==> config.mk <==
export PLATFORM = sky130hd
export DESIGN_NAME = cart_io_regs
export DESIGN_NICKNAME = d
export VERILOG_FILES = /design/src/msx_bus_pkg.sv /design/src/cart_map_pkg.sv /design/src/cart_io_regs.sv
export SDC_FILE = /design/constraint.sdc
export NUM_CORES = 1
export LEC_CHECK = 0
export ABC_AREA = 1
export BUFFER_PORTS_ARGS = -buffer_cell sky130_fd_sc_hd__buf_4
export CAP_MARGIN = 20
export CELL_PAD_IN_SITES_DETAIL_PLACEMENT = 1
export CELL_PAD_IN_SITES_GLOBAL_PLACEMENT = 1
export CORE_ASPECT_RATIO = 1.25
export CORE_MARGIN = 2
export CORE_UTILIZATION = 31
export DETAILED_ROUTE_END_ITERATION = 8
export GPL_TIMING_DRIVEN = 0
export MAX_ROUTING_LAYER = met4
export PLACE_DENSITY = 0.83
export SLEW_MARGIN = 20
export SYNTH_ARGS = -nofsm -noshare
export SYNTH_HDL_FRONTEND = slang
export SYNTH_SLANG_ARGS = --single-unit
==> constraint.sdc <==
create_clock -name clk42 -period 2.32 [get_ports clk42]
set_input_delay 0.464 -clock clk42 [delete_from_list [all_inputs] [get_ports clk42]]
set_output_delay 0.464 -clock clk42 [all_outputs]
set_load 0.005 [all_outputs]
==> src/msx_bus_pkg.sv <==
package msx_bus_pkg;

	// ----------------------------------------------------------
	// slot bus widths
	// ----------------------------------------------------------

	// full Z80 address as seen on the cartridge slot
	typedef logic [15:0] bus_addr_t;

	// one data byte on td
	typedef logic [7:0] bus_data_t;

	// flip-flops between the raw slot pins and clk42 logic
	localparam int unsigned SYNC_STAGES = 2;

	// ----------------------------------------------------------
	// request and response between controller and datapath
	// ----------------------------------------------------------

	// one access, strobes are single clk42 pulses
	// addr and wdata only meaningful while a strobe is high
	typedef struct packed {
		bus_addr_t addr;
		bus_data_t wdata;
		logic      io_read;
		logic      io_write;
		logic      mem_read;
		logic      mem_write;
	} bus_req_t;

	// read answer from one datapath block
	// ready is a one-cycle pulse, data forced to zero otherwise
	// so several answers can simply be ORed together
	typedef struct packed {
		logic      ready;
		bus_data_t data;
	} bus_rsp_t;

endpackage

==> src/cart_map_pkg.sv <==
package cart_map_pkg;

	// ----------------------------------------------------------
	// cartridge memory window
	// ----------------------------------------------------------

	// 1 KiB of block RAM
	localparam int unsigned RAM_ADDR_W = 10;
	typedef logic [RAM_ADDR_W-1:0] ram_addr_t;

	// page 1 of the slot, RAM mirrored by its low address bits
	localparam msx_bus_pkg::bus_addr_t RAM_BASE  = 16'h4000;
	localparam msx_bus_pkg::bus_addr_t RAM_LIMIT = 16'h7FFF;

	// ----------------------------------------------------------
	// I/O ports, decoded on the low 8 address bits only
	// ----------------------------------------------------------

	// write sets the LED outputs, read returns the general inputs
	localparam logic [7:0] PORT_GPIO  = 8'h10;
	// write sets the sound level, read returns it
	localparam logic [7:0] PORT_SOUND = 8'h11;

	// ----------------------------------------------------------
	// sound PWM
	// ----------------------------------------------------------

	typedef logic [7:0] level_t;

	// clk42 cycles per PWM step, about 1.59 MHz
	localparam int unsigned PWM_TICK_DIV = 27;
	typedef logic [4:0] pwm_cnt_t;

endpackage

==> src/cart_io_regs.sv <==
`timescale 1ns/1ps

module cart_io_regs (
	input  logic                   clk42,
	input  logic                   w_n_reset,
	input  msx_bus_pkg::bus_req_t  req,
	input  msx_bus_pkg::bus_data_t gpi,
	output msx_bus_pkg::bus_rsp_t  rsp,
	output msx_bus_pkg::bus_data_t gpo,
	output cart_map_pkg::level_t   sound_level
);
	logic                   sel_gpio, sel_sound;
	msx_bus_pkg::bus_data_t gpo_q;
	cart_map_pkg::level_t   level_q;
	msx_bus_pkg::bus_data_t rd_q;
	logic                   ready_q;

	// ----------------------------------------------------------
	// port decode, low address byte only
	// ----------------------------------------------------------

	assign sel_gpio  = req.addr[7:0] == cart_map_pkg::PORT_GPIO;
	assign sel_sound = req.addr[7:0] == cart_map_pkg::PORT_SOUND;

	// output registers
	always_ff @(posedge clk42) begin
		if (!w_n_reset) begin
			gpo_q   <= '0;
			level_q <= '0;
		end else if (req.io_write) begin
			if (sel_gpio) begin
				gpo_q <= req.wdata;
			end
			if (sel_sound) begin
				level_q <= req.wdata;
			end
		end
	end

	// readback, gpi sampled at the request
	always_ff @(posedge clk42) begin
		rd_q <= sel_gpio ? gpi : level_q;
	end

	always_ff @(posedge clk42) begin
		if (!w_n_reset) begin
			ready_q <= 1'b0;
		end else begin
			ready_q <= req.io_read & (sel_gpio | sel_sound);
		end
	end

	assign rsp.ready   = ready_q;
	assign rsp.data    = ready_q ? rd_q : '0;
	assign gpo         = gpo_q;
	assign sound_level = level_q;

	// single pulse right after a read request
	assert property (@(posedge clk42) disable iff (!w_n_reset)
		rsp.ready |-> $past(req.io_read) && !$past(rsp.ready))
		else $error("io ready without io_read or longer than one cycle");

endmodule

==> run_results.csv <==
group,metric,value,unit
run_status,status,"finished clean",
global_route,grt_overflow_total,0,
power,ir_worst_vdd,0.2334,mV
final_layout,finalNonFillerCells,271,
sta,maxSlewViolCount,0,
sta,setup_ws,727.7,ps
synth,yosys_register_bits,25,
power,p_leak,0.9056,nW
detailed_routing,dr.pass1.iters,4,
clocking,cts_resized,0,
worst_setup_path,arrival,1130,ps
clocking,postCtsHoldBufs,0,
sta,period_needed,1592,ps
floorplan,die_w,59.59,um
sta,grt_setup_unrepaired,"false",
final_layout,synthToLayoutAreaGrowth,39.39,%
synth,ys_types,18,
detailed_routing,drt-initial-drc-count,13,
final_layout,seq_area,500.5,sq um
detailed_routing,ant_nets,0,
clocking,htreeDepth,1,
global_route,grt_pass1_wl,4892,um
detailed_routing,viasPerCell,4.387,
final_layout,diodes,0,
global_route,grt_usage,0.1460,
synth,synth_top_flop_cell,"dfxtp_1",
synth,syn_nets,215,
place,dp_hpwl,2335,um
synth,yosysTopAreaCellShare,0.4180,
floorplan,num_io_pins,63,
place,place_inst,267,
detailed_routing,drc_errors,0,
clocking,cts_setup_buffers,0,
global_route,antenna_found_initial,0,
global_route,grt_max_degree,15,
detailed_routing,routed_wl,2832,um
clocking,path_clk_slew,90,ps
clocking,cts_tree,"built",
sta,setup-tns-final,0,ps
synth,avgSynthCellArea,6.765,sq um
floorplan,dieArea,0.004379,sq mm
final_layout,final_area,0.001669,sq mm
place,gp_congestion,0.7296,
floorplan,coreArea,0.003754,sq mm
detailed_routing,vias,1189,
final_layout,drive_gt1_frac,0.2944,
clocking,cts_max_path_buffers,2,
run,max_cap_viol_count,0,
synth,yosysSeqAreaShare,0.4180,
sta,setup_viol,0,
sta,worst_pin_slew,398.5,ps
synth,synth_edf_count,0,
clocking,clk_latency,260,ps
clocking,clockRootBuffer,"clkbuf_8",
sta,slew_headroom,0.7343,
sta,fin_skew,0.5785,ps
detailed_routing,route.detailed.wl_per_inst,10.45,um
clocking,clock_sinks,25,
sta,fin_crit_sh,0.6863,
hold_path,hold_path.class,"in2reg",
place,io_buffers,50,
synth,yosysWarnings,0,
final_layout,n_fill_cell,501,
synth,synth.area.top_cells,"dfxtp_1 42%, nand2_1 14%, inv_1 12%",
worst_setup_path,crit_type,"reg2out",
synth,synth.largest_area_cell,"dfxtp_1",
floorplan,dieHeight,73.49,um
worst_setup_path,required,1860,ps
worst_setup_path,cp_max_fo,8,
worst_setup_path,cp-start-kind,"flop",
synth,synthesis.area,0.001197,sq mm
global_route,grt_pass1_vias,1173,
synth,synthArstFlopShare,0,
final_layout,multi_input_area,489.2,sq um
sta,hold_viol_final,0,
floorplan,start_util,0.3190,
clocking,numCtsBuffers,3,
sta,timing.hold.ws,397.3,ps
place,post-place-ws,864.8,ps
floorplan,rows,25,
worst_setup_path,worstSetupEndpointType,"output pin",
place,placed_area,0.001623,sq mm
power,pwr_density_cell,457.2,mW/mm^2
synth,netlist_instances,177,
sta,fmax,0.6280,GHz
final_layout,nNetsFinal,270,
-- Yosys cell counts, types with 2 or more instances --
cell	count
dfxtp_1	25
nor2_1	20
nand2_1	46
o21ai_0	8
nand3_1	8
buf_6	2
nor2_4	2
nand4_1	8
buf_2	4
buf_4	2
inv_1	37
a21oi_1	9
-- registers in the layout (all words and copies together), names as in the netlist --
| name | cells |
|---|---|
| gpo | 8 |
| rd_q | 8 |
| sound_level | 8 |
| ready_q | 1 |
-- routing by layer --
metal	global-route usage	wire (um)
met1	0.1574	1186
met2	0.2759	1480
met3	0.02289	145
met4	0.02963	19
met5	-	0
-- layout by cell type, fill, tap and decap left out, types with 2 or more instances in the layout --
cell,netlist,layout
a21oi_1,9,9
buf_2,4,4
buf_4,2,52
buf_6,2,2
clkbuf_8,0,3
dfxtp_1,25,25
inv_1,37,37
nand2_1,46,46
nand3_1,8,8
nand4_1,8,8
nor2_1,20,20
nor2_4,2,2
o21ai_0,8,8
-- worst max-delay path: stages (launching register included) --
cell and delay, ps:
dfxtp_1 340, clkbuf_1 270, nand2_1 90, inv_1 60, buf_4 100
-- worst paths after layout --
| path | start | to | slack, ps | cells past startpoint |
|---|---|---|---|---|
| hold reg to reg | gpo[3] | gpo[3] | 490 | 2 |
| hold / removal | gpi[6] | rd_q[6] | 400 | 3 |
| setup / recovery | ready_q | rsp[2] | 730 | 4 |
| setup reg to reg | sound_level[5] | sound_level[5] | 1660 | 4 |
-- layout make-up --
class | instances | share of cell area
multi-input cells | 104 | 0.2931
clock inverters | 1 | 0.002999
flip-flops and latches | 25 | 0.2999
inverters | 38 | 0.08546
repair buffers | 50 | 0.2249
clock buffers | 3 | 0.02474
well taps | 40 | 0.02999
plain buffers | 10 | 0.03898
-- kinds of logic (layout without fill, tap and decap cells) --
family                 count (synthesis)  after routing  synth area share
and+or+nand+nor                       87             87            0.3375
buffers and inverters                 48            102            0.1734
DFF                                   25             25            0.4180
AOI/OAI and AO/OA                     17             17           0.07105
-- metrics by stage --
step                total power [mW]    util
floorplan                     0.4766       -
global placement              0.5181  0.4323
detailed placement            0.5194  0.4323
CTS                           0.7718  0.4447
global route                  0.7973  0.4447
finish                        0.7632  0.4447
-- power by group --
part           internal (mW)  switching (mW)  total, mW
sequential             0.430        0.000499      0.430
clock                  0.120           0.135      0.255
combinational         0.0394          0.0387     0.0782
total                  0.589           0.174      0.763
Power figures use the tool's default switching activity.
