--- config.mk ---
export PLATFORM = sky130hd
export DESIGN_NAME = pwm_dac
export DESIGN_NICKNAME = d
export VERILOG_FILES = /design/src/msx_bus_pkg.sv /design/src/cart_map_pkg.sv /design/src/pwm_dac.sv
export SDC_FILE = /design/constraint.sdc
export NUM_CORES = 1
export LEC_CHECK = 0
export BUFFER_PORTS_ARGS = -buffer_cell sky130_fd_sc_hd__buf_2
export CAP_MARGIN = 20
export CORE_MARGIN = 8
export CORE_UTILIZATION = 50
export DETAILED_ROUTE_END_ITERATION = 7
export HOLD_SLACK_MARGIN = 0.08
export PLACE_DENSITY = 0.69
export SLEW_MARGIN = 20
export SYNTH_ARGS = -nofsm -noshare
export SYNTH_HDL_FRONTEND = slang
export SYNTH_SLANG_ARGS = --single-unit
--- constraint.sdc ---
create_clock -name clk42 -period 2.36 [get_ports clk42]
set_input_delay 0.354 -clock clk42 [delete_from_list [all_inputs] [get_ports clk42]]
set_output_delay 0.354 -clock clk42 [all_outputs]
set_load 0.02 [all_outputs]
--- src/msx_bus_pkg.sv ---
package msx_bus_pkg;

	// ----------------------------------------------------------
	// slot bus widths
	// ----------------------------------------------------------

	// full Z80 address as seen on the cartridge slot
	typedef logic [15:0] bus_addr_t;

	// one data byte on td
	typedef logic [7:0] bus_data_t;

	// flip-flops between the raw slot pins and clk42 logic
	localparam int unsigned SYNC_STAGES = 2;

	// ----------------------------------------------------------
	// request and response between controller and datapath
	// ----------------------------------------------------------

	// one access, strobes are single clk42 pulses
	// addr and wdata only meaningful while a strobe is high
	typedef struct packed {
		bus_addr_t addr;
		bus_data_t wdata;
		logic      io_read;
		logic      io_write;
		logic      mem_read;
		logic      mem_write;
	} bus_req_t;

	// read answer from one datapath block
	// ready is a one-cycle pulse, data forced to zero otherwise
	// so several answers can simply be ORed together
	typedef struct packed {
		logic      ready;
		bus_data_t data;
	} bus_rsp_t;

endpackage

--- src/cart_map_pkg.sv ---
package cart_map_pkg;

	// ----------------------------------------------------------
	// cartridge memory window
	// ----------------------------------------------------------

	// 1 KiB of block RAM
	localparam int unsigned RAM_ADDR_W = 10;
	typedef logic [RAM_ADDR_W-1:0] ram_addr_t;

	// page 1 of the slot, RAM mirrored by its low address bits
	localparam msx_bus_pkg::bus_addr_t RAM_BASE  = 16'h4000;
	localparam msx_bus_pkg::bus_addr_t RAM_LIMIT = 16'h7FFF;

	// ----------------------------------------------------------
	// I/O ports, decoded on the low 8 address bits only
	// ----------------------------------------------------------

	// write sets the LED outputs, read returns the general inputs
	localparam logic [7:0] PORT_GPIO  = 8'h10;
	// write sets the sound level, read returns it
	localparam logic [7:0] PORT_SOUND = 8'h11;

	// ----------------------------------------------------------
	// sound PWM
	// ----------------------------------------------------------

	typedef logic [7:0] level_t;

	// clk42 cycles per PWM step, about 1.59 MHz
	localparam int unsigned PWM_TICK_DIV = 27;
	typedef logic [4:0] pwm_cnt_t;

endpackage

--- src/pwm_dac.sv ---
`timescale 1ns/1ps

module pwm_dac (
	input  logic                 clk42,
	input  logic                 w_n_reset,
	input  cart_map_pkg::level_t level,
	output logic                 tsnd
);
	localparam cart_map_pkg::pwm_cnt_t DIV_LAST =
		cart_map_pkg::pwm_cnt_t'(cart_map_pkg::PWM_TICK_DIV - 1);

	cart_map_pkg::pwm_cnt_t div_q;
	logic                   tick;
	cart_map_pkg::level_t   phase_q;
	cart_map_pkg::level_t   level_q;
	logic                   tsnd_q;

	// one tick every PWM_TICK_DIV clocks
	assign tick = div_q == DIV_LAST;

	always_ff @(posedge clk42) begin
		if (!w_n_reset) begin
			div_q   <= '0;
			phase_q <= '0;
			level_q <= '0;
			tsnd_q  <= 1'b0;
		end else begin
			div_q <= tick ? '0 : div_q + 1'b1;
			if (tick) begin
				phase_q <= phase_q + 1'b1;
				// new level only at the period boundary
				if (phase_q == '1) begin
					level_q <= level;
				end
			end
			tsnd_q <= phase_q < level_q;
		end
	end

	// high for level ticks out of 256
	assign tsnd = tsnd_q;

endmodule

==> flow_results.org <==
** Run status
- The flow ran to the end, and the final reports show no timing, DRC or antenna violations.

** Clock network
- TritonCTS built the clock tree.
- Skew-Pair Late Insertion Delay :: 0.31 ns
- Buffers added to address setup during post-CTS repair amount to 0.
- Number of buffers on the longest clock path :: 2
- Hold buffer count at CTS :: 0
- The tree is rooted in a clkbuf_4.
- Clock slew at the register clock pins of the worst setup and hold paths :: 0.12 ns
- # H-tree levels :: 1
- CTS saw 22 sinks.
- Gates resized during post-CTS repair numbered 0.
- Clock tree synthesis inserted a total of 3 buffers.

** Timing
- Count of final hold-check violations :: 0
- Worst slew margin relative to its limit :: 55.11%
- Setup violations remaining at the end of the flow were counted as 0.
- Setup repair after global routing left no endpoint under its margin.
- Final-report max-slew violation count :: 0
- Tcrit/Tclk final :: 79.43%
- Transition time at the pin with the least slew margin :: 0.6683 ns
- Across all hold checks on the routed design, the worst slack comes to 0.2725 ns.
- Worst clock skew on the final layout :: 0.004337 ns
- Highest clock frequency the design can meet :: 533.5 MHz
- Setup total negative slack on the finished layout was measured at 0 ns.
- The worst path in the final design needs a cycle of 1.874 ns, including I/O delays and setup.

** Route
- Remaining routing DRC violations :: 0
- Routed length on met3 :: 46 µm
- For this run, the detailed router's first-pass iteration total came to 4.
- In the routed layout, each cell is associated on average with a via count of 5.241.
- Once detail routing completed, the nets flagged for antenna violations numbered 0.
- Routed length per placed instance :: 12.60 µm
- Routed length on met2 :: 904 µm
- Across all layers, the routed design uses 828 vias.
- After detailed routing, the wire length on met1 is 1002 µm.
- Starting DRT DRC Count :: 25
- Routed wire length :: 1991 µm
- Routed signal wires occupy layers up through met4.

** Power
- Clock network fraction of total power :: 34.1%
- Of the total power, registers draw 61.3%.
- Power spread over the standard cell area amounts to 517.3 mW/mm².
- Internal power contribution :: 0.0004826 W
- Switching power of the nets :: 0.0001369 W
- Sw Share :: 22.10%
- Combinational group share of total power :: 4.6%
- Total leakage power :: 0.4794 nW
- Max IR drop VDD :: 0.4248 mV

** Synthesis
- Cell variety after synth :: 27
- Gate count of the mapped netlist :: 119
- The number of nets handed over by synthesis was 139.
- After synthesis, the mean cell area works out to 9.147 µm².
- Counting flops and latches in the post-synthesis netlist gives 22.
- Yosys synthesis warning count :: 0
- Summing every instance area after synthesis gives 0.001089 mm².
- Summing the sequential cell areas from Yosys gives 40.46% of the chip area.

** Die
- Core region area :: 0.002127 mm²
- Die area :: 0.003926 mm²
- Measured along the y axis, the die boundary spans 62.66 µm.
- In this run the core area contains 17 standard-cell rows.
- Pin placement for this block handled 11 I/O pins.
- Initial core utilization :: 51.18%
- Chip Width :: 62.66 µm

** Global routing
- Number of global-route vias before repair :: 805
- Largest net degree at the start of global routing :: 19
- Aggregate global-route resource usage :: 10.52%
- Initial antenna violation count :: 0
- Wire length of the first global-routing pass :: 3429 µm
- Grt total ovfl :: 0

** Worst setup path
- Critical path fanouts, max :: 16
- The worst register-to-register path ends at level_q[0]$_SDFFE_PN0P_.
- CP Launch Type :: flip-flop
- At the worst endpoint, the required time is 2.61 ns.
- Measured in cells, the most critical reg-to-reg path has a length of 5.
- STA classifies the critical path endpoint as a flip-flop.
- For flop-to-flop paths, the worst setup slack is 0.49 ns.
- STA puts the critical path data arrival time at 2.12 ns.
- WS Path Type :: reg2reg
- In this run the critical register-to-register path is launched from div_q[0]$_SDFF_PP0_.

** Cells and area
- Number of antenna diodes :: 0
- Relative to the synthesized area, the layout overhead comes to 10.00%.
- With fillers left out, the area of the finished cells amounts to 0.001197 mm².
- Total number of nets in the final design :: 151
- Share of final-layout standard cells stronger than drive strength 1 :: 12.31%

** Hold path
- The worst hold path begins at level[5].
- Worst hold path cell count :: 3
- Class of the tightest hold or removal check :: in2reg
- Hold worst-path end :: level_q[5]$_SDFFE_PN0P_

** Placement
- After legalization and detailed placement, the total HPWL measured 1513 µm.
- In this run the cell area measured after placement is 0.001161 mm².
- Input and output buffers added on the ports amount to 10.
- RePlAce Congestion :: 0.7664

** Flow run
- The tool flagged a number of max-cap violations equal to 0.
[cell usage in the layout, fill, tap and decap left out, types with 2 or more instances in the layout]
master,count
ha_1,10
buf_2,10
or3_1,2
nand3_1,4
nand2_1,19
nor2_1,7
o21ai_0,3
dfxtp_1,22
a21oi_1,7
mux2i_1,9
o31ai_1,4
xor2_1,3
clkbuf_4,3
or4_1,4
inv_1,11
[flip-flops by register name, indices dropped and copies added (netlist names)]
| register | flops |
|---|---|
| div_q | 5 |
| phase_q | 8 |
| level_q | 8 |
| tsnd | 1 |
[worst max path at each step]
stage | to | from | slack (ns)
after CTS | level_q[4]$_SDFFE_PN0P_ | div_q[0]$_SDFF_PP0_ | 0.46
final | level_q[0]$_SDFFE_PN0P_ | div_q[0]$_SDFF_PP0_ | 0.49
after global routing | level_q[2]$_SDFFE_PN0P_ | div_q[0]$_SDFF_PP0_ | 0.35
after detailed placement | level_q[4]$_SDFFE_PN0P_ | div_q[0]$_SDFF_PP0_ | 0.49
after floorplan | level_q[0]$_SDFFE_PN0P_ | div_q[0]$_SDFF_PP0_ | 0.80
after global placement | level_q[3]$_SDFFE_PN0P_ | div_q[0]$_SDFF_PP0_ | 0.57
[metal layers]
metal | vias to the layer above | track usage (%)
met5 | - | 0
met1 | 374 | 13.07
li1 | 436 | -
met3 | 5 | 2.688
met2 | 13 | 16.43
met4 | 0 | 5.128
[through the flow]
stage	util (%)	instances	worst slack, ns	power [W]
6_report	56.29	158	0.4855	0.0006194
5_1_grt	56.29	158	0.3476	0.0006430
4_1_cts	56.29	158	0.4592	0.0006223
3_5_place_dp	54.59	154	0.4883	0.0004166
3_3_place_gp	54.59	154	0.5692	0.0004146
2_1_floorplan	-	119	0.8020	0.0004055
[worst max-delay path: stages, from the launching register on]
cell and delay [ns]:
dfxtp_1 0.36, inv_1 0.06, ha_1 0.19, nand4b_4 0.25
nor4_4 0.69, mux2i_1 0.26
[cell type report]
type / instances / area [µm²]
timing repair buffer: 10 / 50.05
fill: 210 / 929.6
multi-input combinational: 82 / 590.6
clock buffer: 4 / 36.28
inverter: 12 / 45.04
tap: 28 / 35.03
sequential: 22 / 440.4
[power groups by stage]
stage               sequential [W]  combinational [W]  clock [W]
finish                    0.000380          0.0000283   0.000211
global route              0.000381          0.0000331   0.000229
CTS                       0.000380          0.0000286   0.000214
detailed placement        0.000388          0.0000284          0
global placement          0.000388          0.0000270          0
floorplan                 0.000387          0.0000183          0
[cell usage after synthesis]
cell type / count / area share, %
a2111oi_0: 1 / 0.80
a211oi_1: 1 / 0.69
a21oi_1: 7 / 3.2
buf_1: 1 / 0.34
buf_2: 1 / 0.46
clkbuf_1: 1 / 0.34
clkinv_1: 1 / 0.34
dfxtp_1: 22 / 40
ha_1: 10 / 11
inv_1: 11 / 3.8
mux2i_1: 9 / 8.3
nand2_1: 19 / 6.6
nand3_1: 4 / 1.8
nand4_1: 1 / 0.58
nand4b_4: 1 / 2.2
nor2_1: 7 / 2.4
nor2b_1: 1 / 0.58
nor3b_1: 1 / 0.69
nor4_4: 1 / 2.0
o2111a_1: 1 / 1.0
o211ai_1: 1 / 0.69
o21ai_0: 3 / 1.4
o31ai_1: 4 / 2.8
or3_1: 2 / 1.1
or4_1: 4 / 2.8
xnor2_1: 1 / 0.80
xor2_1: 3 / 2.4
[kinds of logic (layout without fill, tap and decap cells)]
group           after synthesis  after routing  share of synthesized area [%]
compound gates               18             18                          10.57
xor+xnor                      4              4                          3.219
fa+ha+maj                    10             10                          11.49
buf+inv                      15             26                          5.286
flops                        22             22                          40.46
mux                           9              9                          8.276
simple gates                 41             41                          20.69
Power figures use the tool's default switching activity.
