## src/msx_bus_pkg.sv

```systemverilog
package msx_bus_pkg;

	// ----------------------------------------------------------
	// slot bus widths
	// ----------------------------------------------------------

	// full Z80 address as seen on the cartridge slot
	typedef logic [15:0] bus_addr_t;

	// one data byte on td
	typedef logic [7:0] bus_data_t;

	// flip-flops between the raw slot pins and clk42 logic
	localparam int unsigned SYNC_STAGES = 2;

	// ----------------------------------------------------------
	// request and response between controller and datapath
	// ----------------------------------------------------------

	// one access, strobes are single clk42 pulses
	// addr and wdata only meaningful while a strobe is high
	typedef struct packed {
		bus_addr_t addr;
		bus_data_t wdata;
		logic      io_read;
		logic      io_write;
		logic      mem_read;
		logic      mem_write;
	} bus_req_t;

	// read answer from one datapath block
	// ready is a one-cycle pulse, data forced to zero otherwise
	// so several answers can simply be ORed together
	typedef struct packed {
		logic      ready;
		bus_data_t data;
	} bus_rsp_t;

endpackage

```

## src/cart_bus_ctrl.sv

```systemverilog
`timescale 1ns/1ps

module cart_bus_ctrl (
	input  logic                   clk42,
	input  logic                   w_n_reset,
	input  msx_bus_pkg::bus_addr_t ta,
	input  msx_bus_pkg::bus_data_t td_in,
	input  logic                   n_sltsl,
	input  logic                   n_merq,
	input  logic                   n_iorq,
	input  logic                   n_rd,
	input  logic                   n_wr,
	input  msx_bus_pkg::bus_rsp_t  ram_rsp,
	input  msx_bus_pkg::bus_rsp_t  io_rsp,
	output msx_bus_pkg::bus_req_t  req,
	output msx_bus_pkg::bus_data_t td_out,
	output logic                   tdir
);
	localparam int unsigned STAGES = msx_bus_pkg::SYNC_STAGES;

	// synchronizer chains, stage 0 sees the raw pins
	msx_bus_pkg::bus_addr_t addr_sync [STAGES];
	msx_bus_pkg::bus_data_t data_sync [STAGES];
	// {n_sltsl, n_merq, n_iorq, n_rd, n_wr}
	logic [4:0]             strb_sync [STAGES];

	logic sltsl_n_s, merq_n_s, iorq_n_s, rd_n_s, wr_n_s;
	logic rd_prev, wr_prev;
	logic rd_fall, wr_fall;
	logic is_io, is_mem;

	// captured request
	msx_bus_pkg::bus_addr_t req_addr_q;
	msx_bus_pkg::bus_data_t req_data_q;
	logic [3:0]             req_strb_q;

	logic                   rsp_ready;
	msx_bus_pkg::bus_data_t rsp_data;
	msx_bus_pkg::bus_data_t rd_data_q;
	logic                   drive_q;

	// ----------------------------------------------------------
	// pin synchronizers
	// ----------------------------------------------------------

	// address and data follow the strobes with equal delay
	always_ff @(posedge clk42) begin
		addr_sync[0] <= ta;
		data_sync[0] <= td_in;
		for (int i = 1; i < STAGES; i++) begin
			addr_sync[i] <= addr_sync[i-1];
			data_sync[i] <= data_sync[i-1];
		end
	end

	// strobes idle high
	always_ff @(posedge clk42) begin
		if (!w_n_reset) begin
			for (int i = 0; i < STAGES; i++) begin
				strb_sync[i] <= '1;
			end
			rd_prev <= 1'b1;
			wr_prev <= 1'b1;
		end else begin
			strb_sync[0] <= {n_sltsl, n_merq, n_iorq, n_rd, n_wr};
			for (int i = 1; i < STAGES; i++) begin
				strb_sync[i] <= strb_sync[i-1];
			end
			rd_prev <= rd_n_s;
			wr_prev <= wr_n_s;
		end
	end

	assign {sltsl_n_s, merq_n_s, iorq_n_s, rd_n_s, wr_n_s} = strb_sync[STAGES-1];

	// ----------------------------------------------------------
	// access classification
	// ----------------------------------------------------------

	assign rd_fall = rd_prev & ~rd_n_s;
	assign wr_fall = wr_prev & ~wr_n_s;
	assign is_io   = ~iorq_n_s;
	// memory only counts when our slot is selected
	assign is_mem  = ~merq_n_s & ~sltsl_n_s;

	// payload, no reset
	always_ff @(posedge clk42) begin
		req_addr_q <= addr_sync[STAGES-1];
		req_data_q <= data_sync[STAGES-1];
	end

	// one pulse per strobe edge, order io_read io_write mem_read mem_write
	always_ff @(posedge clk42) begin
		if (!w_n_reset) begin
			req_strb_q <= '0;
		end else begin
			req_strb_q <= {rd_fall & is_io, wr_fall & is_io,
				rd_fall & is_mem, wr_fall & is_mem};
		end
	end

	assign req.addr      = req_addr_q;
	assign req.wdata     = req_data_q;
	assign req.io_read   = req_strb_q[3];
	assign req.io_write  = req_strb_q[2];
	assign req.mem_read  = req_strb_q[1];
	assign req.mem_write = req_strb_q[0];

	// ----------------------------------------------------------
	// read data return
	// ----------------------------------------------------------

	// data is zero while not ready, OR merge is safe
	assign rsp_ready = ram_rsp.ready | io_rsp.ready;
	assign rsp_data  = ram_rsp.data | io_rsp.data;

	always_ff @(posedge clk42) begin
		if (rsp_ready) begin
			rd_data_q <= rsp_data;
		end
	end

	// drive from the cycle after ready until synced n_rd goes high
	always_ff @(posedge clk42) begin
		if (!w_n_reset) begin
			drive_q <= 1'b0;
		end else if (rsp_ready) begin
			drive_q <= 1'b1;
		end else if (rd_n_s) begin
			drive_q <= 1'b0;
		end
	end

	assign td_out = rd_data_q;
	assign tdir   = drive_q;

	// two datapath blocks never answer the same access
	assert property (@(posedge clk42) disable iff (!w_n_reset)
		!(ram_rsp.ready && io_rsp.ready))
		else $error("ram and io ready high together");

	// an answer only follows a read request
	assert property (@(posedge clk42) disable iff (!w_n_reset)
		rsp_ready |-> $past(req.io_read || req.mem_read))
		else $error("ready without a preceding read request");

endmodule

```

## config.mk

```make
export PLATFORM = sky130hd
export DESIGN_NAME = cart_bus_ctrl
export DESIGN_NICKNAME = d
export VERILOG_FILES = /design/src/msx_bus_pkg.sv /design/src/cart_bus_ctrl.sv
export SDC_FILE = /design/constraint.sdc
export NUM_CORES = 1
export LEC_CHECK = 0
export BUFFER_PORTS_ARGS = -buffer_cell sky130_fd_sc_hd__buf_2
export CELL_PAD_IN_SITES_DETAIL_PLACEMENT = 2
export CELL_PAD_IN_SITES_GLOBAL_PLACEMENT = 2
export CORE_MARGIN = 2
export CORE_UTILIZATION = 30
export DETAILED_ROUTE_END_ITERATION = 8
export PLACE_DENSITY = 0.77
export SETUP_SLACK_MARGIN = 0.4
export SYNTH_ARGS = -nofsm -noshare
export SYNTH_HDL_FRONTEND = slang
export SYNTH_SLANG_ARGS = --single-unit
```

## constraint.sdc

```tcl
create_clock -name clk42 -period 1 [get_ports clk42]
set_input_delay 0.3 -clock clk42 [delete_from_list [all_inputs] [get_ports clk42]]
set_output_delay 0.3 -clock clk42 [all_outputs]
set_load 0.005 [all_outputs]
```

==> results of run 1 <==
## worst max-delay path by stage
stage	start	to	slack (ns)	cells past startpoint
2_1_floorplan	ram_rsp[8]	tdir	0.15	2
3_3_place_gp	ram_rsp[8]	tdir	0.03	3
3_5_place_dp	ram_rsp[8]	tdir	0.02	3
4_1_cts	td_out[5]	td_out[5]	-0.20	1
5_1_grt	td_out[5]	td_out[5]	-0.24	1
6_report	td_out[5]	td_out[5]	-0.17	1
## flip-flops by register name, indices dropped and copies added, names as in the netlist
signal      count
addr_sync      32
data_sync      16
rd_prev         1
req_addr_q     16
req_data_q      8
req_strb_q      4
strb_sync      10
td_out          8
tdir            1
wr_prev         1
## cell type report
cell class / instances / area [um2] / share of cell area
Timing Repair Buffer: 86 / 533.0 / 0.1720
Clock inverter: 6 / 43.79 / 0.01413
Multi-Input combinational cell: 31 / 222.7 / 0.07186
Sequential cell: 97 / 2052 / 0.6621
Tap cell: 99 / 123.9 / 0.03997
Clock buffer: 9 / 123.9 / 0.03997
## power breakdown
group,switching (mW),total (mW),internal (mW)
clock network,1.29,2.19,0.899
logic,0.104,0.300,0.196
registers,0.0650,4.19,4.13
total,1.46,6.68,5.22
## kinds of logic (layout without fill, tap and decap cells)
group,after synthesis,count (layout),share of synthesized area
flops,97,97,0.9109
simple gates,30,30,0.08343
compound gates,1,1,0.003383
buf+inv,1,101,0.002253
## cells in the final DEF, fill, tap and decap left out, drive strengths merged
cell,count
clkinvlp,1
clkinv,4
o21a,1
buf,86
or2b,4
or2,9
clkbuf,9
edfxtp,8
dfxtp,89
or3b,1
nand2b,11
nor2b,1
nor2,4
inv,1
## stage by stage
stage                     area, um2  utilization  worst slack [ns]
after floorplan                2245            -            0.1468
after global placement         2806       0.3890           0.02957
after detailed placement       2806       0.3890           0.01929
after CTS                      3018       0.4183           -0.1997
after global routing           3099       0.4296           -0.2350
final                          3099       0.4296           -0.1699
## repair_timing
action | 4_1_cts | 5_1_grt
cloned | 0 | 0
setup endpoints to repair | 45 | 45
pin swaps | 1 | 0
gates resized for setup | 14 | 24
## per-layer routing
layer / routed length, um / GRT usage / up-vias
met3: 315 / 0.04359 / 8
met4: 91 / 0.05769 / 0
met2: 2557 / 0.2262 / 67
met5: 0 / 0 / -
li1: - / - / 592
met1: 1807 / 0.1375 / 575
==> metrics.md, run 1 <==
| Metric | Value |
|---|---|
| Status | finished, violations left |
| Failing checks | negative setup slack |
| Sequential element share of the synthesized area | 0.9109 |
| Gr usage total | 0.1278 |
| Sink Count | 97 |
| Synthesized Nets | 178 |
| CP Class | flip-flop to output port |
| Most common cell in the synthesized netlist | dfxtp_1 |
| Worst Path Buf+Inv | 1 |
| Final cell count without fillers | between 300 and 400 |
| CP cell instances | buf_2 |
| Total gr overflow | 0 |
| Max Cap Viol | 0 |
| Clock buffer depth | 2 |
| Final WS setup | -0.1699 ns |
| Synthesized area | 2220 um2 |
| Max Transition Viols Final | 0 |
| CP endpoint kind | output port |
| Filler Cell Count | 746 |
| Top Ports | 86 |
| Ys Warns | 0 |
| Distinct cell type count after synthesis | 10 |
| Max-slew headroom | 0.9190 |
| Final setup violating endpoints | 37 |
| Via count | 1242 |
| Die Area | 8103 um2 |
| Final ANT Viol Nets | 0 |
| GPL Wtd Cong | 0.6434 |
| Initial antenna violation count | 0 |
| Ant diodes | 0 |
| DIE WIDTH | 90.02 um |
| Vias in the first global route | roughly 1400 |
| Period utilisation layout | 1.170 |
| Final WL | between 4000 and 5000 um |
| Mapped Avg Cell Area | 17.21 um2 |
| DRC Markers | 0 |
| FMAX | roughly 0.85 GHz |
| CP top delay family | flip-flops |
| # rows | 31 |
| Startpoint types | flip-flop |
| WP data required | ~0.7 ns |
| Port Buffers | 85 |
| Post-Syn Instances | approximately 130 |
| Final total power | around 6.7 mW |
| Layout area overhead | 39.63% |
| CP arrival | about 0.87 ns |
| Total Nets Final | between 200 and 300 |
| Hold Path Sink | addr_sync[0][2] |
| TritonCTS clock tree | done |
| RSZ-0062 raised after global routing | yes |
| Crit-path max cell delay | around 0.38 ns |
| Drt via density | 3.787 |
| PD cells | approximately 2200 nW/um2 |
| Setup slack, reg-to-reg | 0.17 ns |
| Worst VDD drop | about 580 uV |
| Critical path's slowest cell | edfxtp_1 |
| Main flop type after synthesis | dfxtp_1 |
| P_leak | around 1.4 nW |
| Setup bufs post-CTS | 0 |
| Worst Hold Class | input pin to flip-flop |
| DR pass1 iterations | 4 |
| Dpl cells | between 300 and 400 |
| Crit Path Max Fanout | 1 |
| Skew final | 0.01011 ns |
| Drt wl/cell | approximately 15 um |
| EDFF count, synth | 8 |
| Tmin final | around 1.2 ns |
| Initial core utilization | 0.3077 |
| R2R cell count | 2 |
| First-pass GRT wire length | about 7700 um |
| Ranking of synthesized cells by area | dfxtp_1 80%, edfxtp_1 11%, nand2b_1 3.1%, or2_2 2.5%, or2b_1 1.4% |
| Yosys top cell by area | dfxtp_1 |
| H-tree levels | 3 |
| Reg-to-Reg End | req_strb_q[1] |
| Clk slew on worst S/H paths | 0.10 ns |
| Number of hold buffers added after cts | 0 |
| Least-Margin Pin Slew | about 0.12 ns |
| Hold Path Origin | ta[2] |
| Commonest cells post-synth | 89 x dfxtp_1, 11 x nand2b_1, 9 x or2_2 |
| Layout cells sized above 1 | 0.5808 |
| Post-synth top area share | 0.8027 |
| Reg2reg start | strb_sync[0][9] |
| First DRT Iteration DRCs | 23 |
| Ys async rst share | 0 |
| Core Region | about 7200 um2 |
| TNS Setup | -3.441 ns |
| CTS root buffer | clkbuf_8 |
| Final hold vios | 0 |
| Worst hold slack | ~0.042 ns |
| Hold path depth | 1 |
| TritonCTS Buffers | 9 |
| Pin count of the biggest net entering global routing | 17 |
| Yosys reg bits | 97 |
| Die Ht | 90.02 um |
| Later-pin clock latency in the skew report | around 0.35 ns |
(Power assumes the default switching activity.)
==> run 2: changes to the inputs <==
- TNS_END_PERCENT: unset -> 50
==> run 2 against run 1 <==
Against the previous run: the flow still finishes with violations (negative setup slack); sequential power about the same; combinational power down 3%; clock power up 25%; maximum frequency down 1.2%; cell area up 1.5%; sequential cell count unchanged; clock skew up 0.0022 ns; critical path depth unchanged; register-to-register slack worse by 0.03 ns; utilization up 0.66 points; critical endpoint is now td_out[7]; largest cell class unchanged.
==> metrics.md, run 2 (synthesis results as in run 1) <==
| Metric | Value |
|---|---|
| CP cell instances | buf_2 (unchanged) |
| Clk slew on worst S/H paths | 0.10 ns (about the same) |
| TritonCTS Buffers | 9 (unchanged) |
| Max Transition Viols Final | 0 (unchanged) |
| CP endpoint kind | output port (unchanged) |
| TritonCTS clock tree | done (unchanged) |
| Final total power | 7.224 mW (was 6.683 mW) |
| Tmin final | 1.184 ns (was 1.170 ns) |
| Failing checks | negative setup slack (unchanged) |
| Crit-path max cell delay | 0.39 ns (was 0.38 ns) |
| R2R cell count | 2 (unchanged) |
| DIE WIDTH | 90.02 um (unchanged) |
| Later-pin clock latency in the skew report | 0.36 ns (was 0.35 ns) |
| Initial core utilization | 0.3077 (unchanged) |
| Clock buffer depth | 2 (unchanged) |
| Status | finished, violations left (unchanged) |
| Final WS setup | -0.1837 ns (was -0.1699 ns) |
| Top Ports | 86 (unchanged) |
| Worst Path Buf+Inv | 1 (unchanged) |
| Dpl cells | 313 (unchanged) |
| Crit Path Max Fanout | 1 (unchanged) |
| Drt via density | 3.739 (was 3.787) |
| Place WS | 0.01621 ns (was 0.01929 ns) |
| DRC Markers | 0 (unchanged) |
| Max-slew headroom | 0.9176 (was 0.9190) |
| PD cells | 2296 nW/um2 (was 2156 nW/um2) |
| CTS root buffer | clkbuf_8 (unchanged) |
| Least-Margin Pin Slew | 0.1236 ns (was 0.1215 ns) |
| Final ANT Viol Nets | 0 (unchanged) |
| Startpoint types | flip-flop (unchanged) |
| First-pass GRT wire length | 7610 um (was 7679 um) |
| Reg with most FFs | addr_sync (unchanged) |
| Core Region | 7214 um2 (unchanged) |
| Final WL | 4706 um (was 4771 um) |
| DR pass1 iterations | 4 (unchanged) |
| Port Buffers | 85 (unchanged) |
| CP Class | flip-flop to output port (unchanged) |
| Die Ht | 90.02 um (unchanged) |
| Largest regs | addr_sync x32, data_sync x16, req_addr_q x16 (unchanged) |
| CP arrival | 0.88 ns (was 0.87 ns) |
| Skew final | 0.01235 ns (was 0.01011 ns) |
| Setup slack, reg-to-reg | 0.14 ns (was 0.17 ns) |
| Max reg flops | 32 (unchanged) |
| Critical path's slowest cell | edfxtp_1 (unchanged) |
| Initial antenna violation count | 0 (unchanged) |
| Max Cap Viol | 0 (unchanged) |
| Worst Hold Class | input pin to flip-flop (unchanged) |
| Period utilisation layout | 1.184 (was 1.170) |
| # rows | 31 (unchanged) |
| WP data required | 0.70 ns (about the same) |
| TNS Setup | -3.674 ns (was -3.441 ns) |
| Critical Path Stages | 1 (unchanged) |
| Final setup violating endpoints | 37 (unchanged) |
| Vias in the first global route | 1393 (was 1428) |
| Total gr overflow | 0 (unchanged) |
| H-tree levels | 3 (unchanged) |
| Sink Count | 97 (unchanged) |
| Total Nets Final | 274 (unchanged) |
| RSZ-0062 raised after global routing | yes (unchanged) |
| Utilization after layout | 0.4362 (was 0.4296) |
| Ant diodes | 0 (unchanged) |
| FMAX | 0.8448 GHz (was 0.8548 GHz) |
| Gr usage total | 0.1266 (was 0.1278) |
| GPL Wtd Cong | 0.6516 (was 0.6434) |
| Final cell count without fillers | 329 (was 328) |
| Worst VDD drop | 617.5 uV (was 581.8 uV) |
| Most frequent cells in the layout | 71 x buf_2, 64 x dfxtp_1, 25 x dfxtp_2 (was 71 x buf_2, 67 x dfxtp_1, 21 x dfxtp_2) |
| Filler Cell Count | 742 (was 746) |
| Reg2reg start | strb_sync[0][9] (unchanged) |
| Reg-to-Reg End | req_strb_q[1] (unchanged) |
| Hpwl dp | approximately 3300 um |
| Number of hold buffers added after cts | 0 (unchanged) |
| CP top delay family | flip-flops (unchanged) |
| First DRT Iteration DRCs | 26 (was 23) |
| Commonest non-fill, non-tap cell in the layout | buf_2 (unchanged) |
| P_leak | 1.373 nW (was 1.358 nW) |
| Pin count of the biggest net entering global routing | 19 (was 17) |
| Die Area | 8103 um2 (unchanged) |
| Layout area overhead | 41.77% (was 39.63%) |
| Drt wl/cell | 14.30 um (was 14.55 um) |
| Crit path launch | td_out[7] (was td_out[5]) |
| Crit path to | td_out[7] (was td_out[5]) |
| Layout cells sized above 1 | 0.6087 (was 0.5808) |
| Via count | 1230 (was 1242) |
| Final hold vios | 0 (unchanged) |
-- run 2: worst min path at each step --
stage                                 from          endpoint  slack (ns)  depth (start not counted)
after CTS                            ta[8]   addr_sync[0][8]        0.02                          1
after global routing              td_in[3]   data_sync[0][3]       0.008                          1
final                             td_in[3]   data_sync[0][3]        0.03                          1
after global placement    addr_sync[0][14]  addr_sync[1][14]        0.31                          0
after detailed placement   addr_sync[0][1]   addr_sync[1][1]        0.31                          0
after floorplan            addr_sync[0][0]   addr_sync[1][0]        0.31                          0
-- run 2: metal layers --
| metal | routed length (um) | vias to the layer above | global-route usage |
|---|---|---|---|
| met3 | 331 | 10 | 0.04443 |
| met1 | 1809 | 560 | 0.1338 |
| met5 | 0 | - | 0 |
| li1 | - | 594 | - |
| met2 | 2473 | 66 | 0.2218 |
| met4 | 92 | 0 | 0.06538 |
-- run 2: layout make-up --
type,instances,area (um2),share of cell area
repair buffers,86,520.5,0.1654
well taps,99,123.9,0.03936
clock inverters,6,75.07,0.02386
multi-input cells,31,225.2,0.07157
clock buffers,10,148.9,0.04732
flip-flops and latches,97,2053,0.6525
-- run 2: where the power goes --
| part | switching [mW] | internal, mW |
|---|---|---|
| registers | 0.0607 | 4.13 |
| logic | 0.104 | 0.186 |
| clock network | 1.39 | 1.35 |
| total | 1.56 | 5.67 |
-- run 2: repair_timing --
| item | in CTS | in global routing |
|---|---|---|
| endpoints found under the setup margin | 45 | 45 |
| setup buffers | 0 | 0 |
| pin swaps | 6 | 5 |
| gates resized for setup | 16 | 27 |
-- run 2: per-stage QoR --
stage	hold slack (ns)	cell area [um2]
floorplan	0.3096	2242
global placement	0.3097	2794
detailed placement	0.3132	2794
CTS	0.02089	3063
global route	0.007982	3147
finish	0.03474	3147
-- run 2: worst reg2reg max path, cell delays in order, from the launching register on --
cell	delay, ns
dfxtp_2	0.32
or3b_4	0.40
nor2_2	0.09
==> run 3: changes to the inputs <==
==> constraint.sdc (replaced) <==
create_clock -name clk42 -period 1 [get_ports clk42]
set_input_delay 0.15 -clock clk42 [delete_from_list [all_inputs] [get_ports clk42]]
set_output_delay 0.15 -clock clk42 [all_outputs]
set_load 0.005 [all_outputs]
==> run 3 against run 2 <==
Against the previous run: the flow finishes with violations (negative hold slack, negative setup slack); sequential cell count unchanged; register-to-register slack about the same; sequential power hardly changed; via count increased by 7.6%; critical path type unchanged; highest routed layer unchanged.
==> metrics.md, run 3 (synthesis results as in run 1) <==
| Metric | Value |
|---|---|
| Period utilisation layout | 1.024 (was 1.184) |
| Tmin final | 1.024 ns (was 1.184 ns) |
| Least-Margin Pin Slew | 0.1412 ns (was 0.1236 ns) |
| Ant diodes | 0 (unchanged) |
| Core Region | 7214 um2 (unchanged) |
| Clock share of power | 0.335 (was 0.380) |
| Vias in the first global route | 1461 (was 1393) |
| TNS Setup | -0.05187 ns (was -3.674 ns) |
| TritonCTS Buffers | 9 (unchanged) |
| Largest regs | addr_sync x32, data_sync x16, req_addr_q x16 (unchanged) |
| CTS root buffer | clkbuf_8 (unchanged) |
| Sw Pwr | 1.521 mW (was 1.555 mW) |
| DIE WIDTH | 90.02 um (unchanged) |
| R2R cell count | 2 (unchanged) |
| Critical Path Stages | 1 (unchanged) |
| Worst VDD drop | 1042 uV (was 617.5 uV) |
| DRC Markers | 0 (unchanged) |
| Utilization after layout | 0.4582 (was 0.4362) |
| Final hold vios | 5 (was 0) |
| Crit path to | td_out[4] (was td_out[7]) |
| Crit Path Max Fanout | 1 (unchanged) |
| Final ANT Viol Nets | 0 (unchanged) |
| Pin count of the biggest net entering global routing | 18 (was 19) |
| Hpwl dp | 2908 um (was 3330 um) |
| Max Transition Viols Final | 0 (unchanged) |
| Setup slack, reg-to-reg | 0.15 ns (was 0.14 ns) |
| Wire length on met2 | 2789 um (was 2473 um) |
| Top Ports | 86 (unchanged) |
| Reg with most FFs | addr_sync (unchanged) |
| Later-pin clock latency in the skew report | 0.35 ns (was 0.36 ns) |
| RSZ-0062 raised after global routing | yes (unchanged) |
| Max-slew headroom | 0.9059 (was 0.9176) |
| Critical path's slowest cell | edfxtp_1 (unchanged) |
| Wl on met1 | 1593 um (was 1809 um) |
| FMAX | 0.9768 GHz (was 0.8448 GHz) |
| TritonCTS clock tree | done (unchanged) |
| Worst Path Buf+Inv | 1 (unchanged) |
| Crit path launch | td_out[4] (was td_out[7]) |
| Clk slew on worst S/H paths | 0.09 ns (was 0.10 ns) |
| Filler Cell Count | 742 (unchanged) |
| First DRT Iteration DRCs | 17 (was 26) |
| Worst Hold Class | input pin to flip-flop (unchanged) |
| Final WL | 4726 um (was 4706 um) |
| Clock buffer depth | 2 (unchanged) |
| Reg2reg start | strb_sync[0][9] (unchanged) |
| Sink Count | 97 (unchanged) |
| Max reg flops | 32 (unchanged) |
| First-pass GRT wire length | 7665 um (was 7610 um) |
| Most frequent cells in the layout | 74 x buf_2, 70 x dfxtp_1, 24 x dlygate4sd3_1 (was 71 x buf_2, 64 x dfxtp_1, 25 x dfxtp_2) |
| Status | finished, violations left (unchanged) |
| Port Buffers | 85 (unchanged) |
| CP arrival | 0.87 ns (was 0.88 ns) |
| Startpoint types | flip-flop (unchanged) |
| Initial antenna violation count | 0 (unchanged) |
| Worst hold slack | -0.02092 ns (was 0.03474 ns) |
| # rows | 31 (unchanged) |
| Gr usage total | 0.1269 (was 0.1266) |
| Reg-to-Reg End | req_strb_q[1] (unchanged) |
| Top Layer Used | met4 (unchanged) |
| Die Area | 8103 um2 (unchanged) |
| PD cells | 2065 nW/um2 (was 2296 nW/um2) |
| Layout cells sized above 1 | 0.5137 (was 0.6087) |
| Dpl cells | 313 (unchanged) |
| Final cell count without fillers | 354 (was 329) |
| WP data required | 0.85 ns (was 0.70 ns) |
| CP Class | flip-flop to output port (unchanged) |
| Internal power | 5.305 mW (was 5.669 mW) |
| Crit-path max cell delay | 0.39 ns (about the same) |
| Commonest non-fill, non-tap cell in the layout | buf_2 (unchanged) |
| CP cell instances | buf_2 (unchanged) |
| Final WS setup | -0.02378 ns (was -0.1837 ns) |
| Initial core utilization | 0.3077 (unchanged) |
| Max Cap Viol | 0 (unchanged) |
| Reg power frac | 0.613 (was 0.580) |
| Skew final | 0.009138 ns (was 0.01235 ns) |
| Drt wl/cell | 13.35 um (was 14.30 um) |
| Total Nets Final | 299 (was 274) |
| Fraction of power spent switching nets | 0.2229 (was 0.2153) |
| GPL Wtd Cong | 0.6133 (was 0.6516) |
| Final setup violating endpoints | 5 (was 37) |
| CP top delay family | flip-flops (unchanged) |
| DR pass1 iterations | 3 (was 4) |
| Layout area overhead | 48.93% (was 41.77%) |
| Logic gate share of total power | 0.052 (was 0.040) |
| CP endpoint kind | output port (unchanged) |
| P_leak | 1.445 nW (was 1.373 nW) |
| H-tree levels | 3 (unchanged) |
| Failing checks | negative hold slack, negative setup slack (was negative setup slack) |
| Number of hold buffers added after cts | 24 (was 0) |
| Via count | 1324 (was 1230) |
| Die Ht | 90.02 um (unchanged) |
| Drt via density | 3.740 (was 3.739) |
| Total gr overflow | 0 (unchanged) |
| WL met3 | 217 um (was 331 um) |
==> run 3: cell types whose count changed in the layout (fill, tap and decap cells not counted), moves of 2 or more <==
cell	before	now
nor2_2	2	0
buf_6	14	12
dfxtp_1	64	70
buf_2	71	74
or2_4	9	1
nor2_1	2	4
dfxtp_2	25	18
or2_2	0	8
dlygate4sd3_1	0	24
==> run 3: how the worst min path moves through the flow <==
stage / to / from / cells past startpoint / slack (ns)
2_1_floorplan: addr_sync[0][0] / ta[0] / 0 / 0.18
3_3_place_gp: data_sync[0][4] / td_in[4] / 1 / 0.25
3_5_place_dp: data_sync[0][3] / td_in[3] / 1 / 0.25
4_1_cts: strb_sync[0][2] / n_iorq / 2 / -0.04
5_1_grt: strb_sync[0][3] / n_merq / 2 / -0.03
6_report: strb_sync[0][1] / n_rd / 2 / -0.02
==> run 3: stage by stage <==
step / hold WS, ns / power [mW] / area, um2 / setup slack [ns]
2_1_floorplan: 0.1777 / 4.310 / 2222 / 0.2140
3_3_place_gp: 0.2527 / 4.487 / 2774 / 0.1575
3_5_place_dp: 0.2542 / 4.514 / 2774 / 0.1408
4_1_cts: -0.04108 / 6.868 / 3223 / -0.06720
5_1_grt: -0.03310 / 7.169 / 3306 / -0.07391
6_report: -0.02092 / 6.827 / 3306 / -0.02378
==> run 3: what timing repair did <==
action                                  4_1_cts  5_1_grt
pin swaps                                     6        6
endpoints found under the hold margin        29        4
buffers inserted                              1        0
endpoints found under the setup margin       45       45
resized for setup                             9       24
==> run 3: power by group through the flow <==
stage	Sequential (mW)	Combinational, mW	Clock (mW)
final	4.18	0.354	2.29
after global routing	4.21	0.391	2.57
after CTS	4.18	0.337	2.35
after detailed placement	4.26	0.251	0
after global placement	4.25	0.238	0
after floorplan	4.26	0.0479	0
==> run 3: per-layer routing <==
metal / vias up / global-route usage
li1: 645 / -
met5: - / 0
met4: 0 / 0.06923
met3: 13 / 0.03688
met2: 42 / 0.2425
met1: 624 / 0.1203
==> run 3: cell type report <==
| cell class | count | area [um2] | share of cell area |
|---|---|---|---|
| timing repair buffer | 111 | 753.2 | 0.2279 |
| clock buffer | 10 | 127.6 | 0.03861 |
| multi-input combinational | 31 | 202.7 | 0.06132 |
| clock inverter | 6 | 50.05 | 0.01514 |
| sequential | 97 | 2048 | 0.6196 |
| tap | 99 | 123.9 | 0.03747 |
